$ cat config.mk
export PLATFORM = sky130hd
export DESIGN_NAME = pat_top
export DESIGN_NICKNAME = d
export VERILOG_FILES = /design/src/pat_pkg.sv /design/src/pat_alu.sv /design/src/pat_data_mem.sv /design/src/pat_fetch.sv /design/src/pat_decode.sv /design/src/pat_execute.sv /design/src/pat_top.sv
export SDC_FILE = /design/constraint.sdc
export NUM_CORES = 1
export LEC_CHECK = 0
export ABC_AREA = 0
export BUFFER_PORTS_ARGS = -buffer_cell sky130_fd_sc_hd__buf_2
export CAP_MARGIN = 20
export CORE_MARGIN = 10
export CORE_UTILIZATION = 55
export DETAILED_ROUTE_END_ITERATION = 8
export GPL_ROUTABILITY_DRIVEN = 0
export PLACE_DENSITY = 0.74
export SETUP_SLACK_MARGIN = 0.3
export SLEW_MARGIN = 20
export SYNTH_ARGS = -nofsm -noshare
export SYNTH_HDL_FRONTEND = slang
export SYNTH_SLANG_ARGS = --single-unit
export TNS_END_PERCENT = 10
$ cat constraint.sdc
create_clock -name clk -period 6.5 [get_ports clk]
set_clock_uncertainty 0.05 [all_clocks]
set_input_delay 1.3 -clock clk [delete_from_list [all_inputs] [get_ports clk]]
set_output_delay 1.3 -clock clk [all_outputs]
set_load 0.005 [all_outputs]
$ cat src/pat_pkg.sv
package pat_pkg;

	// ========================================
	// widths
	// ========================================
	localparam int I_WIDTH        = 20;  // instruction word
	localparam int I_ADR_WIDTH    = 10;  // instruction address
	localparam int D_WIDTH        = 8;   // datapath
	localparam int DMEM_ADR_WIDTH = 4;   // low bits of imm8 only
	localparam int FIELDP_WIDTH   = 5;   // byte within a field buffer
	localparam int BUFP_WIDTH     = 3;   // buffer select
	localparam int LINE_INSTRS    = 2;   // instructions per imem line

	typedef logic [I_WIDTH-1:0]             instr_t;
	typedef logic [I_ADR_WIDTH-1:0]         iaddr_t;
	typedef logic [LINE_INSTRS*I_WIDTH-1:0] iline_t;  // even instr in low half
	typedef logic [D_WIDTH-1:0]             data_t;
	typedef logic [DMEM_ADR_WIDTH-1:0]      dadr_t;
	typedef logic [FIELDP_WIDTH-1:0]        fieldp_t;
	typedef logic [BUFP_WIDTH-1:0]          bufp_t;

	// ========================================
	// opcode spaces
	// ========================================
	// 8-bit immediate class, instr[11:8]
	typedef enum logic [3:0] {
		op8_or   = 4'h0,
		op8_and  = 4'h1,
		op8_addm = 4'h2,
		op8_subm = 4'h3,
		op8_add  = 4'h4,
		op8_sub  = 4'h5,
		op8_ldi  = 4'h6,
		op8_ldm  = 4'h7,
		op8_bf   = 4'h8,
		op8_stm  = 4'hB,
		op8_pfx3 = 4'hF   // escape into the 3-bit class
	} op8_e;

	// 3-bit immediate class, instr[7:4]
	typedef enum logic [3:0] {
		op3_shl  = 4'h0,
		op3_shlo = 4'h1,
		op3_shr  = 4'h2,
		op3_asr  = 4'h3,
		op3_in   = 4'h5,
		op3_out  = 4'h8,
		op3_setb = 4'h9,
		op3_pfx0 = 4'hF   // escape into the no-immediate class
	} op3_e;

	// no-immediate class, instr[3:0]
	typedef enum logic [3:0] {
		op0_not  = 4'h0,
		op0_mov  = 4'h1,
		op0_test = 4'h2,
		op0_nop  = 4'hF
	} op0_e;

	// ten alu functions, so four bits
	typedef enum logic [3:0] {
		alu_or, alu_and, alu_not, alu_add, alu_sub,
		alu_shl, alu_shlo, alu_shr, alu_asr,
		alu_pass  // forwards operand b
	} alu_op_e;

	typedef enum logic [1:0] {
		cond_al  = 2'd0,
		cond_n   = 2'd1,  // negative flag set
		cond_z   = 2'd2,  // zero flag set
		cond_al3 = 2'd3   // also always
	} cond_e;

	// cond always, no-immediate class, op0 5 (unlisted, so nop)
	localparam instr_t INSTR_NOP = 20'h06FF5;

endpackage

$ cat src/pat_alu.sv
`timescale 1ns/1ps

module pat_alu (
	input  pat_pkg::alu_op_e  i_op,
	input  pat_pkg::data_t    i_a,
	input  pat_pkg::data_t    i_b,
	output pat_pkg::data_t    o_y
);
	import pat_pkg::*;

	logic [2:0] shamt;  // shifts only look at b[2:0]
	data_t      fill;   // ones shifted in by shlo

	assign shamt = i_b[2:0];
	assign fill  = ~({D_WIDTH{1'b1}} << shamt);

	// ========================================
	// function select
	// ========================================
	always_comb
	begin
		case (i_op)
			alu_or:
				o_y = i_a | i_b;
			alu_and:
				o_y = i_a & i_b;
			alu_not:
				o_y = ~i_a;             // b unused
			alu_add:
				o_y = i_a + i_b;        // modulo 256
			alu_sub:
				o_y = i_a - i_b;
			alu_shl:
				o_y = i_a << shamt;
			alu_shlo:
				o_y = (i_a << shamt) | fill;
			alu_shr:
				o_y = i_a >> shamt;     // zero fill
			alu_asr:
				o_y = data_t'($signed(i_a) >>> shamt);  // sign kept
			default:
				o_y = i_b;              // pass
		endcase
	end

endmodule

$ cat src/pat_data_mem.sv
`timescale 1ns/1ps

module pat_data_mem (
	input  logic            clk,
	input  pat_pkg::dadr_t  i_rd_adr,
	input  logic            i_we,
	input  pat_pkg::dadr_t  i_wr_adr,
	input  pat_pkg::data_t  i_wdata,
	output pat_pkg::data_t  o_rdata
);
	import pat_pkg::*;

	data_t mem [2**DMEM_ADR_WIDTH];  // sixteen bytes, no init

	assign o_rdata = mem[i_rd_adr];  // async read

	always_ff @(posedge clk)
	begin
		if (i_we)
			mem[i_wr_adr] <= i_wdata;
	end

endmodule

$ cat src/pat_fetch.sv
`timescale 1ns/1ps

module pat_fetch (
	input  logic                              clk,
	input  logic                              reset,
	input  logic                              i_redirect,   // taken bf in decode
	input  pat_pkg::iaddr_t                   i_target,
	input  pat_pkg::iline_t                   i_imem_line,  // answered same cycle
	output logic [pat_pkg::I_ADR_WIDTH-2:0]   o_imem_adr,   // line address
	output pat_pkg::instr_t                   o_instr,
	output pat_pkg::iaddr_t                   o_instr_adr,
	output logic                              o_valid
);
	import pat_pkg::*;

	iaddr_t pc;
	instr_t hi_hold;     // upper half of the last line read
	logic   fresh;       // first fetch after reset or redirect
	logic   read_line;
	instr_t line_lo;
	instr_t line_hi;
	instr_t instr_next;

	assign o_imem_adr = pc[I_ADR_WIDTH-1:1];  // two instrs per line
	assign line_lo    = i_imem_line[I_WIDTH-1:0];
	assign line_hi    = i_imem_line[LINE_INSTRS*I_WIDTH-1:I_WIDTH];

	// even pc starts a new line; an odd target has nothing held yet
	assign read_line = !pc[0] || fresh;

	always_comb
	begin
		if (read_line)
			instr_next = pc[0] ? line_hi : line_lo;
		else
			instr_next = hi_hold;  // odd pc, reuse the line
	end

	// line buffer, payload only
	always_ff @(posedge clk)
	begin
		if (read_line)
			hi_hold <= line_hi;
	end

	// ========================================
	// pc and fetch register
	// ========================================
	always_ff @(posedge clk)
	begin
		if (reset)
		begin
			pc      <= '0;
			o_instr <= INSTR_NOP;
			o_valid <= 1'b0;
			fresh   <= 1'b1;
		end
		else if (i_redirect)
		begin
			pc      <= i_target;
			o_instr <= INSTR_NOP;  // kill the instr behind the branch
			o_valid <= 1'b0;
			fresh   <= 1'b1;
		end
		else
		begin
			pc      <= pc + 1'b1;
			o_instr <= instr_next;
			o_valid <= 1'b1;
			fresh   <= 1'b0;
		end
		o_instr_adr <= pc;  // address travels with the instr
	end

endmodule

$ cat src/pat_decode.sv
`timescale 1ns/1ps

module pat_decode (
	input  logic              clk,
	input  logic              reset,
	input  pat_pkg::instr_t   i_instr,
	input  pat_pkg::iaddr_t   i_instr_adr,
	input  logic              i_valid,
	output logic              o_redirect,   // to fetch, same cycle
	output pat_pkg::iaddr_t   o_target,
	output pat_pkg::alu_op_e  o_alu_op,
	output pat_pkg::data_t    o_imm,
	output pat_pkg::cond_e    o_cond,
	output pat_pkg::fieldp_t  o_fieldp,
	output logic              o_field_op,
	output logic              o_src_mem,
	output logic              o_src_in,
	output logic              o_dest_reg,
	output logic              o_dest_mem,
	output logic              o_mov,
	output logic              o_test,
	output logic              o_out,
	output logic              o_setb,
	output logic              o_valid
);
	import pat_pkg::*;

	fieldp_t    fieldp;
	logic [1:0] cond_raw;
	logic       field_op;
	logic [3:0] op8, op3, op0;
	data_t      imm8;
	logic       cls8, cls3, cls0;   // instruction class
	logic       op_or, op_and, op_addm, op_subm, op_add, op_sub, op_ldi, op_ldm;
	logic       op_bf, op_stm;
	logic       op_shl, op_shlo, op_shr, op_asr, op_in, op_out, op_setb;
	logic       op_not, op_mov, op_test;
	logic       dest_reg;
	alu_op_e    alu_op;
	data_t      imm;

	// ========================================
	// instruction split and class
	// ========================================
	assign {fieldp, cond_raw, field_op, op8, imm8} = i_instr;
	assign op3 = imm8[7:4];
	assign op0 = imm8[3:0];

	assign cls8 = (op8 != op8_pfx3);
	assign cls3 = (op8 == op8_pfx3) && (op3 != op3_pfx0);
	assign cls0 = !cls8 && !cls3;

	assign op_or   = cls8 && (op8 == op8_or);
	assign op_and  = cls8 && (op8 == op8_and);
	assign op_addm = cls8 && (op8 == op8_addm);
	assign op_subm = cls8 && (op8 == op8_subm);
	assign op_add  = cls8 && (op8 == op8_add);
	assign op_sub  = cls8 && (op8 == op8_sub);
	assign op_ldi  = cls8 && (op8 == op8_ldi);
	assign op_ldm  = cls8 && (op8 == op8_ldm);
	assign op_bf   = cls8 && (op8 == op8_bf);
	assign op_stm  = cls8 && (op8 == op8_stm);
	assign op_shl  = cls3 && (op3 == op3_shl);
	assign op_shlo = cls3 && (op3 == op3_shlo);
	assign op_shr  = cls3 && (op3 == op3_shr);
	assign op_asr  = cls3 && (op3 == op3_asr);
	assign op_in   = cls3 && (op3 == op3_in);
	assign op_out  = cls3 && (op3 == op3_out);
	assign op_setb = cls3 && (op3 == op3_setb);
	assign op_not  = cls0 && (op0 == op0_not);
	assign op_mov  = cls0 && (op0 == op0_mov);
	assign op_test = cls0 && (op0 == op0_test);

	// everything that lands in acc or field byte
	assign dest_reg = op_or | op_and | op_addm | op_subm | op_add | op_sub | op_ldi | op_ldm
		| op_shl | op_shlo | op_shr | op_asr | op_in | op_not | op_mov;

	// 3-bit class keeps imm8 bit 3 too, setb takes the bank from it
	assign imm = cls8 ? imm8 : {4'b0000, imm8[3:0]};

	always_comb
	begin
		if (op_or)                alu_op = alu_or;
		else if (op_and)          alu_op = alu_and;
		else if (op_add | op_addm) alu_op = alu_add;
		else if (op_sub | op_subm) alu_op = alu_sub;
		else if (op_shl)          alu_op = alu_shl;
		else if (op_shlo)         alu_op = alu_shlo;
		else if (op_shr)          alu_op = alu_shr;
		else if (op_asr)          alu_op = alu_asr;
		else if (op_not)          alu_op = alu_not;
		else                      alu_op = alu_pass;  // ldi, ldm, in pick b
	end

	// bf is relative to its own address, signed offset
	assign o_redirect = i_valid && op_bf;
	assign o_target   = i_instr_adr + {{(I_ADR_WIDTH-D_WIDTH){imm8[D_WIDTH-1]}}, imm8};

	// ========================================
	// stage-two register
	// ========================================
	always_ff @(posedge clk)
	begin
		if (reset)
		begin
			o_valid    <= 1'b0;
			o_dest_reg <= 1'b0;
			o_dest_mem <= 1'b0;
			o_test     <= 1'b0;
			o_out      <= 1'b0;
			o_setb     <= 1'b0;
		end
		else
		begin
			o_valid    <= i_valid;
			o_dest_reg <= dest_reg;
			o_dest_mem <= op_stm;
			o_test     <= op_test;
			o_out      <= op_out;
			o_setb     <= op_setb;
		end
		o_alu_op   <= alu_op;
		o_imm      <= imm;
		o_cond     <= cond_e'(cond_raw);
		o_fieldp   <= fieldp;
		o_field_op <= field_op;
		o_src_mem  <= op_ldm | op_addm | op_subm;
		o_src_in   <= op_in;
		o_mov      <= op_mov;
	end

endmodule

$ cat src/pat_execute.sv
`timescale 1ns/1ps

module pat_execute (
	input  logic              clk,
	input  logic              reset,
	input  pat_pkg::alu_op_e  i_alu_op,
	input  pat_pkg::data_t    i_imm,
	input  pat_pkg::cond_e    i_cond,
	input  pat_pkg::fieldp_t  i_fieldp,
	input  logic              i_field_op,
	input  logic              i_src_mem,
	input  logic              i_src_in,
	input  logic              i_dest_reg,
	input  logic              i_dest_mem,
	input  logic              i_mov,
	input  logic              i_test,
	input  logic              i_out,
	input  logic              i_setb,
	input  logic              i_valid,
	input  pat_pkg::data_t    i_field_low,
	input  pat_pkg::data_t    i_field_high,
	input  pat_pkg::data_t    i_inputs,
	input  pat_pkg::data_t    i_dmem_rdata,
	output pat_pkg::dadr_t    o_dmem_adr,    // shared read and write address
	output logic              o_dmem_we,
	output pat_pkg::data_t    o_dmem_wdata,
	output pat_pkg::fieldp_t  o_field_adr,
	output pat_pkg::bufp_t    o_bufp,
	output logic              o_field_bank,  // 1 selects the high bank
	output logic              o_field_we_low,
	output logic              o_field_we_high,
	output pat_pkg::data_t    o_field_wdata,
	output pat_pkg::data_t    o_outputs,
	output logic              o_out_valid
);
	import pat_pkg::*;

	data_t acc;
	data_t field_byte;
	data_t opnd_b;
	data_t acc_y, field_y;
	data_t test_val;
	logic  z_flag, n_flag;
	logic  cond_ok;
	logic  commit;
	logic  field_we;

	// ========================================
	// operands and alus
	// ========================================
	assign o_field_adr = i_fieldp;
	assign field_byte  = o_field_bank ? i_field_high : i_field_low;
	assign o_dmem_adr  = i_imm[DMEM_ADR_WIDTH-1:0];
	assign opnd_b      = i_src_in ? i_inputs : (i_src_mem ? i_dmem_rdata : i_imm);

	pat_alu acc_alu (.i_op(i_alu_op), .i_a(acc), .i_b(opnd_b), .o_y(acc_y));
	pat_alu field_alu (.i_op(i_alu_op), .i_a(field_byte), .i_b(opnd_b), .o_y(field_y));

	always_comb
	begin
		case (i_cond)
			cond_n:  cond_ok = n_flag;
			cond_z:  cond_ok = z_flag;
			default: cond_ok = 1'b1;   // both always codes
		endcase
	end
	assign commit = i_valid && cond_ok;

	// field and memory writes land on this cycle's edge
	assign field_we        = commit && i_dest_reg && i_field_op;
	assign o_field_we_low  = field_we && !o_field_bank;
	assign o_field_we_high = field_we && o_field_bank;
	assign o_field_wdata   = i_mov ? acc : field_y;   // mov into field takes acc
	assign o_dmem_we       = commit && i_dest_mem;
	assign o_dmem_wdata    = i_field_op ? field_byte : acc;
	assign test_val        = i_field_op ? field_byte : acc;

	// ========================================
	// architectural registers
	// ========================================
	always_ff @(posedge clk)
	begin
		if (reset)
		begin
			acc          <= '0;
			z_flag       <= 1'b0;
			n_flag       <= 1'b0;
			o_bufp       <= '0;
			o_field_bank <= 1'b0;
			o_outputs    <= '0;
			o_out_valid  <= 1'b0;
		end
		else
		begin
			o_out_valid <= commit && i_out;  // pulse with the new value
			if (commit && i_dest_reg && !i_field_op)
				acc <= i_mov ? field_byte : acc_y;
			if (commit && i_test)
			begin
				z_flag <= (test_val == '0);
				n_flag <= test_val[D_WIDTH-1];
			end
			if (commit && i_out)
				o_outputs <= acc;
			if (commit && i_setb)
			begin
				o_bufp       <= i_imm[BUFP_WIDTH-1:0];
				o_field_bank <= i_imm[BUFP_WIDTH];  // imm bit 3
			end
		end
	end

endmodule

$ cat src/pat_top.sv
`timescale 1ns/1ps

module pat_top (
	input  logic                             clk,
	input  logic                             reset,
	input  pat_pkg::iline_t                  i_imem_line,
	input  pat_pkg::data_t                   i_field_low,
	input  pat_pkg::data_t                   i_field_high,
	input  pat_pkg::data_t                   i_inputs,
	output logic [pat_pkg::I_ADR_WIDTH-2:0]  o_imem_adr,
	output pat_pkg::fieldp_t                 o_field_adr,
	output pat_pkg::bufp_t                   o_bufp,
	output logic                             o_field_bank,
	output logic                             o_field_we_low,
	output logic                             o_field_we_high,
	output pat_pkg::data_t                   o_field_wdata,
	output pat_pkg::data_t                   o_outputs,
	output logic                             o_out_valid
);
	import pat_pkg::*;

	// fetch <-> decode
	instr_t  f_instr;
	iaddr_t  f_instr_adr, d_target;
	logic    f_valid, d_redirect;
	// decode -> execute
	alu_op_e d_alu_op;
	data_t   d_imm;
	cond_e   d_cond;
	fieldp_t d_fieldp;
	logic    d_field_op, d_src_mem, d_src_in, d_dest_reg, d_dest_mem;
	logic    d_mov, d_test, d_out, d_setb, d_valid;
	// execute <-> data memory
	dadr_t   dm_adr;
	logic    dm_we;
	data_t   dm_wdata, dm_rdata;

	pat_fetch u_fetch (
		.clk(clk), .reset(reset), .i_redirect(d_redirect), .i_target(d_target),
		.i_imem_line(i_imem_line), .o_imem_adr(o_imem_adr), .o_instr(f_instr),
		.o_instr_adr(f_instr_adr), .o_valid(f_valid));

	pat_decode u_decode (
		.clk(clk), .reset(reset), .i_instr(f_instr), .i_instr_adr(f_instr_adr),
		.i_valid(f_valid), .o_redirect(d_redirect), .o_target(d_target),
		.o_alu_op(d_alu_op), .o_imm(d_imm), .o_cond(d_cond), .o_fieldp(d_fieldp),
		.o_field_op(d_field_op), .o_src_mem(d_src_mem), .o_src_in(d_src_in),
		.o_dest_reg(d_dest_reg), .o_dest_mem(d_dest_mem), .o_mov(d_mov),
		.o_test(d_test), .o_out(d_out), .o_setb(d_setb), .o_valid(d_valid));

	pat_execute u_execute (
		.clk(clk), .reset(reset), .i_alu_op(d_alu_op), .i_imm(d_imm), .i_cond(d_cond),
		.i_fieldp(d_fieldp), .i_field_op(d_field_op), .i_src_mem(d_src_mem),
		.i_src_in(d_src_in), .i_dest_reg(d_dest_reg), .i_dest_mem(d_dest_mem),
		.i_mov(d_mov), .i_test(d_test), .i_out(d_out), .i_setb(d_setb),
		.i_valid(d_valid), .i_field_low(i_field_low), .i_field_high(i_field_high),
		.i_inputs(i_inputs), .i_dmem_rdata(dm_rdata), .o_dmem_adr(dm_adr),
		.o_dmem_we(dm_we), .o_dmem_wdata(dm_wdata), .o_field_adr(o_field_adr),
		.o_bufp(o_bufp), .o_field_bank(o_field_bank), .o_field_we_low(o_field_we_low),
		.o_field_we_high(o_field_we_high), .o_field_wdata(o_field_wdata),
		.o_outputs(o_outputs), .o_out_valid(o_out_valid));

	pat_data_mem u_dmem (
		.clk(clk), .i_rd_adr(dm_adr), .i_we(dm_we), .i_wr_adr(dm_adr),
		.i_wdata(dm_wdata), .o_rdata(dm_rdata));

endmodule

======== Word-level counts from Yosys, hierarchy flattened ========
Memories as Yosys holds them, arrays and structs flattened. A register that Yosys moved wholly into a read port is not among the register bits.
Cells that the tools add are included.
storage, ports and cells
  flip-flop bits (word level) ............. 114
  latch bits .............................. 0
  memory bits (writable) .................. 128
  ROM bits ................................ 0
  bits of input ports ..................... 66
  output and inout bits ................... 37
  logic and storage cells ................. 174
  memories ................................ 1
memory list
  memory      depth  bits a word  read ports  clocked after memory_dff  wr ports  RTL line            RTL
  u_dmem.mem  16     8            1           1                         1         pat_data_mem.sv:13  data_t mem [2**DMEM_ADR_WIDTH];
operators by class
  add/sub/neg operators ................... 6
  multipliers ............................. 0
  div/mod/pow operators ................... 0
  $lt $le $gt $ge ......................... 0
  eq/ne operators ......................... 30
  shifts and indexed selects .............. 7
  muxes and demuxes ....................... 24
  bitwise gates (word level) .............. 27
  reduce and logical (&&, ||, !) cells .... 48
operator list
  kind                                                             number
  8-bit case mux with 9 select lines                               2
  8-bit two-way mux                                                6
  20-bit two-way mux                                               2
  4-bit by 3-bit == test with 1-bit output, second input constant  9
  1-bit logical AND                                                33
  8-bit OR                                                         4
  4-bit by 2-bit == test with 1-bit output, second input constant  7
  4-bit == test, second input constant                             6
  8-bit inverter                                                   3
  1-bit OR                                                         18
  8-bit adder                                                      2
  8-bit bitwise AND                                                2
  4-bit by 1-bit == test with 1-bit output, second input constant  4
  4-bit zero test                                                  4
  8-bit by 3-bit left shift with 8-bit output                      2
  8-bit by 3-bit >> shifter with 8-bit output                      2
  8-bit by 3-bit >>> shifter with 8-bit output                     2
  8-bit subtractor                                                 2
  3-bit two-way mux                                                4
  10-bit by 1-bit adder with 10-bit output, second input constant  1
  10-bit adder                                                     1
  10-bit two-way mux                                               1
  8-bit zero test                                                  1
  4-bit two-way mux                                                2
  12 further kinds                                                 22

======== Depth between registers and ports, before layout ========
  depth in word-level cells ............... 16
  depth in mapped cells ................... 20
  mapped depth without buffers ............ 15

======== By module ========
A second synthesis with hierarchy kept.
unflattened totals
  cells, all modules ...................... 1194
  area total of the unflattened synthesis .. 13334.0 µm²
by module, submodules not included
  module        times used  cells an instance  area an instance (µm²)  seq. area each (µm²)
  pat_data_mem  1           221                4987.3                  3843.7
  pat_alu       2           234                1615.3                  0.0
  pat_fetch     1           191                2326.0                  1441.4
  pat_execute   1           190                1540.2                  460.4
  pat_decode    1           124                1249.9                  580.6

======== Worst setup path before layout ========
No wires, ideal clock.
  path kind ............................... input -> output
  from .................................... input port i_inputs[0]
  to ...................................... output port o_field_wdata[7]
  arrival ................................. 4.446 ns
  data required time ...................... 5.150 ns
  path slack .............................. 0.704 ns
  stages on the path ...................... 15
  buffers on the path ..................... 1
  cells stage by stage .................... nand2b_1 > o31ai_1 > a31o_2 > buf_1 > ha_1 > a21o_1 > inv_1 > ha_1 > a21o_1 > maj3_1 > nand3_1 > a41oi_2 > maj3_2 > a21o_1 > a211oi_1
on the way
  cells in the longest elaborated chain, start to end .. 6
  elaborated cells between the ends (all ways) .. 11
  classes of those cells .................. add/sub: 2; shift: 4; mux: 3; bitwise: 2
ends and longest elaborated chain
  item                                                      RTL line           RTL
  start, declared                                           pat_top.sv:9       input pat_pkg::data_t i_inputs,
  8-bit two-way mux *                                       pat_execute.sv:54  assign opnd_b = i_src_in ? i_inputs : (i_src_mem ? i_dmem_rdata : i_imm);
  branches (longest 3 deep; another with 8-bit subtractor)  --
  8-bit case mux with 9 select lines *                      pat_alu.sv:22      case (i_op)
  8-bit two-way mux *                                       pat_execute.sv:73  assign o_field_wdata = i_mov ? acc : field_y;
  end, declared                                             pat_top.sv:16      output pat_pkg::data_t o_field_wdata,
Every way passes the cells marked *.

======== Final worst setup path ========
  from .................................... register u_decode.o_imm[0], in the netlist dm_adr[0]
  to ...................................... output port o_field_wdata[7]
on the way
  cells in the longest elaborated chain, start to end .. 7
  elaborated cells between the ends (all ways) .. 12
  classes of those cells .................. add/sub: 2; shift: 4; mux: 4; bitwise: 2
ends and longest elaborated chain
  item                                                      RTL line           RTL
  start, declared                                           pat_decode.sv:12   output pat_pkg::data_t o_imm,
  start signal, assigned                                    pat_decode.sv:123  o_imm <= imm;
  8-bit two-way mux * (2 in series)                         pat_execute.sv:54
  branches (longest 3 deep; another with 8-bit subtractor)  --
  8-bit case mux with 9 select lines *                      pat_alu.sv:22
  8-bit two-way mux *                                       pat_execute.sv:73
Marked as above.

==> results.yml <==
status:
  outcome: "finished clean"
layout:
  top_regs: "u_dmem.mem: 128 flops, u_fetch.hi_hold: 20 flops, u_fetch.o_instr: 20 flops"
  n_antenna_cell: 0
  layout.nets: 1349
  largest_reg_flops: 128
  post_route_cells_drive_above_1_share: 0.1934
  area_growth_pct: 14.05
  fin_area_um2: 14380
  top_register: "u_dmem.mem"
synthesis:
  synth_cell_types: 80
  synth_top_family_by_area: "compound AO/OA/AOI/OAI gates"
  ys_top_cells_by_area: "edfxtp_1, dfxtp_1, mux2i_1"
  synthTopCellsByCount: "edfxtp_1, nand2_1, nor2_1, dfxtp_1, a21oi_1"
  yosys-mux-area-fraction: 0.1083
  synth_top_area_cell: "edfxtp_1"
  syn_area_per_cell_um2: 10.78
  postSynthNetCount: 1264
  synth_compound_area_frac: 0.1575
  synth_flop_cell: "edfxtp_1"
  synth_area_um2: 12610
  async_flop_share: 0
  yosysMostFrequentCell: "edfxtp_1"
  synth_seq_cells: 242
  synth_fa_ha_area_frac: 0.03642
  syn_inst: 1169
  ys_seq_area_frac: 0.5018
  synthXorXnorAreaFrac: 0.03007
  synth_edf_count: 148
  synth_top_cell_area_share: 0.3525
  yosysWarningCount: 0
  yosys.area_share.simple: 0.1241
worst_setup_path:
  slowest_delay_ns: 0.40
  cp_num_buf_inv: 3
  cp_top_family: "compound AO/OA/AOI/OAI gates"
  path_max_fanout: 12
  crit_arrival_ns: 4.65
  critPathKind: "flop to output pin"
  setup.worst_path.end_class: "output pin"
  cp_cell_sequence: "buf_6 -> or3b_1 -> o21ai_1 -> nor2_1 -> a311o_1 -> ha_1 -> a21o_1 -> inv_1 -> ha_1 -> a21o_1 -> maj3_1 -> nand3_1 -> a41oi_2 -> maj3_2 -> a21o_1 -> a211oi_1 -> buf_2"
  cp_slowest_cell: "maj3_1"
  path_common_cell: "a21o_1"
  cp.required_ns: 5.15
  setup.worst_path.start_class: "flop"
drt:
  drc_errors: 0
  via_per_inst: 6.474
  via_count: 10080
  wire_per_inst_um: 22.56
  drt_iter0_markers: 1121
  totalWireLength_mm: 35.12
  drt_pass1_iterations: 9
  ant_nets: 0
timing:
  fmax_mhz: 166.7
  rsz0062_at_grt: "no"
  whs_ns: 0.2746
  worst_slew_pin_slew_ns: 1.069
  relSlewSlack: 0.2667
  fin_tns_setup_ns: 0
  period_share: 0.9229
  hold_viol: 0
  fin_crit_ns: 5.999
  finalMaxSlewViolations: 0
  finalSetupViolations: 0
pwr:
  p_leak_nw: 5.360
  p_sw_mw: 1.030
  power.density_nw_per_um2: 276.2
  swShare: 0.2593
  worst_ir_drop_vdd_mv: 0.2376
  seqPwrFrac: 0.433
  power_frac_clock: 0.395
  intPower_mw: 2.942
  p_comb_frac: 0.171
min_path:
  hold_class: "flop to flop"
clocking:
  htreeDepth: 1
  cts_buffer_depth: 3
  cts_tree: "yes"
  cts_sinks: 242
  hold_buffers: 0
  root_buffer: "clkbuf_16"
  clkTransAtPathRegs_ns: 0.07
  clock_latency_ns: 0.53
  cts_inserted_buffers: 24
place:
  dpl.hpwl_mm: 24.93
  placed_cell_area_um2: 13400
  portBuffers: 102
global_route:
  grt_start_max_net_pins: 47
  grt_pass1_wl_mm: 55.05
  grt_antenna_before_repair: 0
  grtUsageTotal: 0.2364
  grt-ovfl-total: 0
  grt_pass1_vias: 9721
die:
  core_area_um2: 22570
  dieArea_um2: 29380
  die_w_um: 171.4
  start_util: 0.5585
  fp.dieH_um: 171.4
  row_count: 55
  ios: 103
flow_run:
  cap_violations: 0
-- metal layers --
metal	global-route usage	vias to the layer above	routed length (µm)
met5	0	-	0
met4	0.07335	0	1269
met3	0.06418	130	4172
met2	0.3601	651	15370
met1	0.3223	4746	14310
li1	-	4553	-
-- power groups by stage --
stage	combinational, mW	clock, mW	sequential [mW]
6_report	0.681	1.57	1.72
5_1_grt	0.733	1.66	1.72
4_1_cts	0.657	1.59	1.72
3_5_place_dp	0.652	0	1.75
3_3_place_gp	0.641	0	1.75
2_1_floorplan	0.480	0	1.72
-- layout by cell type, fill, tap and decap left out, types with 7 or more instances in the layout --
| cell | synthesis | layout |
|---|---|---|
| a211oi_1 | 38 | 37 |
| nand2_1 | 110 | 110 |
| o211ai_1 | 11 | 11 |
| mux2_2 | 9 | 9 |
| edfxtp_1 | 148 | 148 |
| inv_1 | 29 | 29 |
| mux2i_1 | 60 | 60 |
| a211o_1 | 7 | 7 |
| o21ai_0 | 45 | 45 |
| nor2b_1 | 13 | 13 |
| xor2_1 | 9 | 9 |
| clkbuf_16 | 0 | 28 |
| buf_4 | 11 | 41 |
| nor2_1 | 102 | 102 |
| mux4_2 | 23 | 23 |
| dfxtp_1 | 94 | 91 |
| a21oi_1 | 89 | 87 |
| buf_2 | 11 | 102 |
| nand3_1 | 39 | 39 |
| a21o_1 | 7 | 7 |
| nand2b_1 | 14 | 14 |
| o2111ai_1 | 9 | 9 |
| o221ai_1 | 8 | 8 |
| and2_1 | 10 | 10 |
| a221oi_1 | 10 | 10 |
| xnor2_1 | 29 | 29 |
| ha_1 | 26 | 26 |
| nor3_1 | 22 | 22 |
-- metrics by stage --
| stage | power (mW) | util | worst slack [ns] | cells |
|---|---|---|---|---|
| floorplan | 2.204 | - | 0.7043 | 1169 |
| global placement | 2.392 | 0.5936 | 0.8163 | 1511 |
| detailed placement | 2.406 | 0.5937 | 0.7645 | 1511 |
| CTS | 3.970 | 0.6354 | 0.2829 | 1555 |
| global route | 4.116 | 0.6370 | 0.3030 | 1557 |
| finish | 3.971 | 0.6370 | 0.5012 | 1557 |
-- kinds of logic after synthesis --
logic type / Yosys count
AOI/OAI and AO/OA: 291
xor gates and xnor gates: 40
adders and majority gates: 36
buffers and inverters: 120
DFF: 242
muxes: 98
and+or+nand+nor: 342
-- path summary, 6_finish.rpt --
check	start	slack, ns	endpoint	cells past startpoint
worst max-delay path	dm_adr[0]	0.50	o_field_wdata[7]	17
worst min-delay path	u_fetch.o_instr[16]	0.27	u_decode.o_fieldp[1]	0
worst max register to register	dm_adr[0]	2.21	u_execute.acc[6]	14
worst min register to register	u_fetch.o_instr[16]	0.27	u_decode.o_fieldp[1]	0
-- what timing repair did --
action,4_1_cts,5_1_grt
pin swaps,0,1
hold endpoints to repair,0,0
endpoints found under the setup margin,2,4
setup buffers,0,2
gates resized for setup,1,7
-- layout make-up --
| cell class | count | area (µm²) |
|---|---|---|
| clock buffers | 37 | 784.5 |
| inverters | 33 | 123.9 |
| flip-flops and latches | 242 | 6335 |
| repair buffers | 146 | 852.1 |
| well taps | 285 | 356.6 |
| clock inverters | 7 | 151.4 |
| fillers | 1780 | 8193 |
| multi-input cells | 807 | 5776 |
-- worst register-to-register path, delay by kind of cell, from the launching register on --
kind / cells / cell delay [ns]
flops: 1 / 0.39
compound gates: 5 / 1.11
fa+ha+maj: 3 / 1.11
mux: 1 / 0.52
buf+inv: 4 / 0.76
xor+xnor: 1 / 0.21
(Power assumes the default switching activity.)
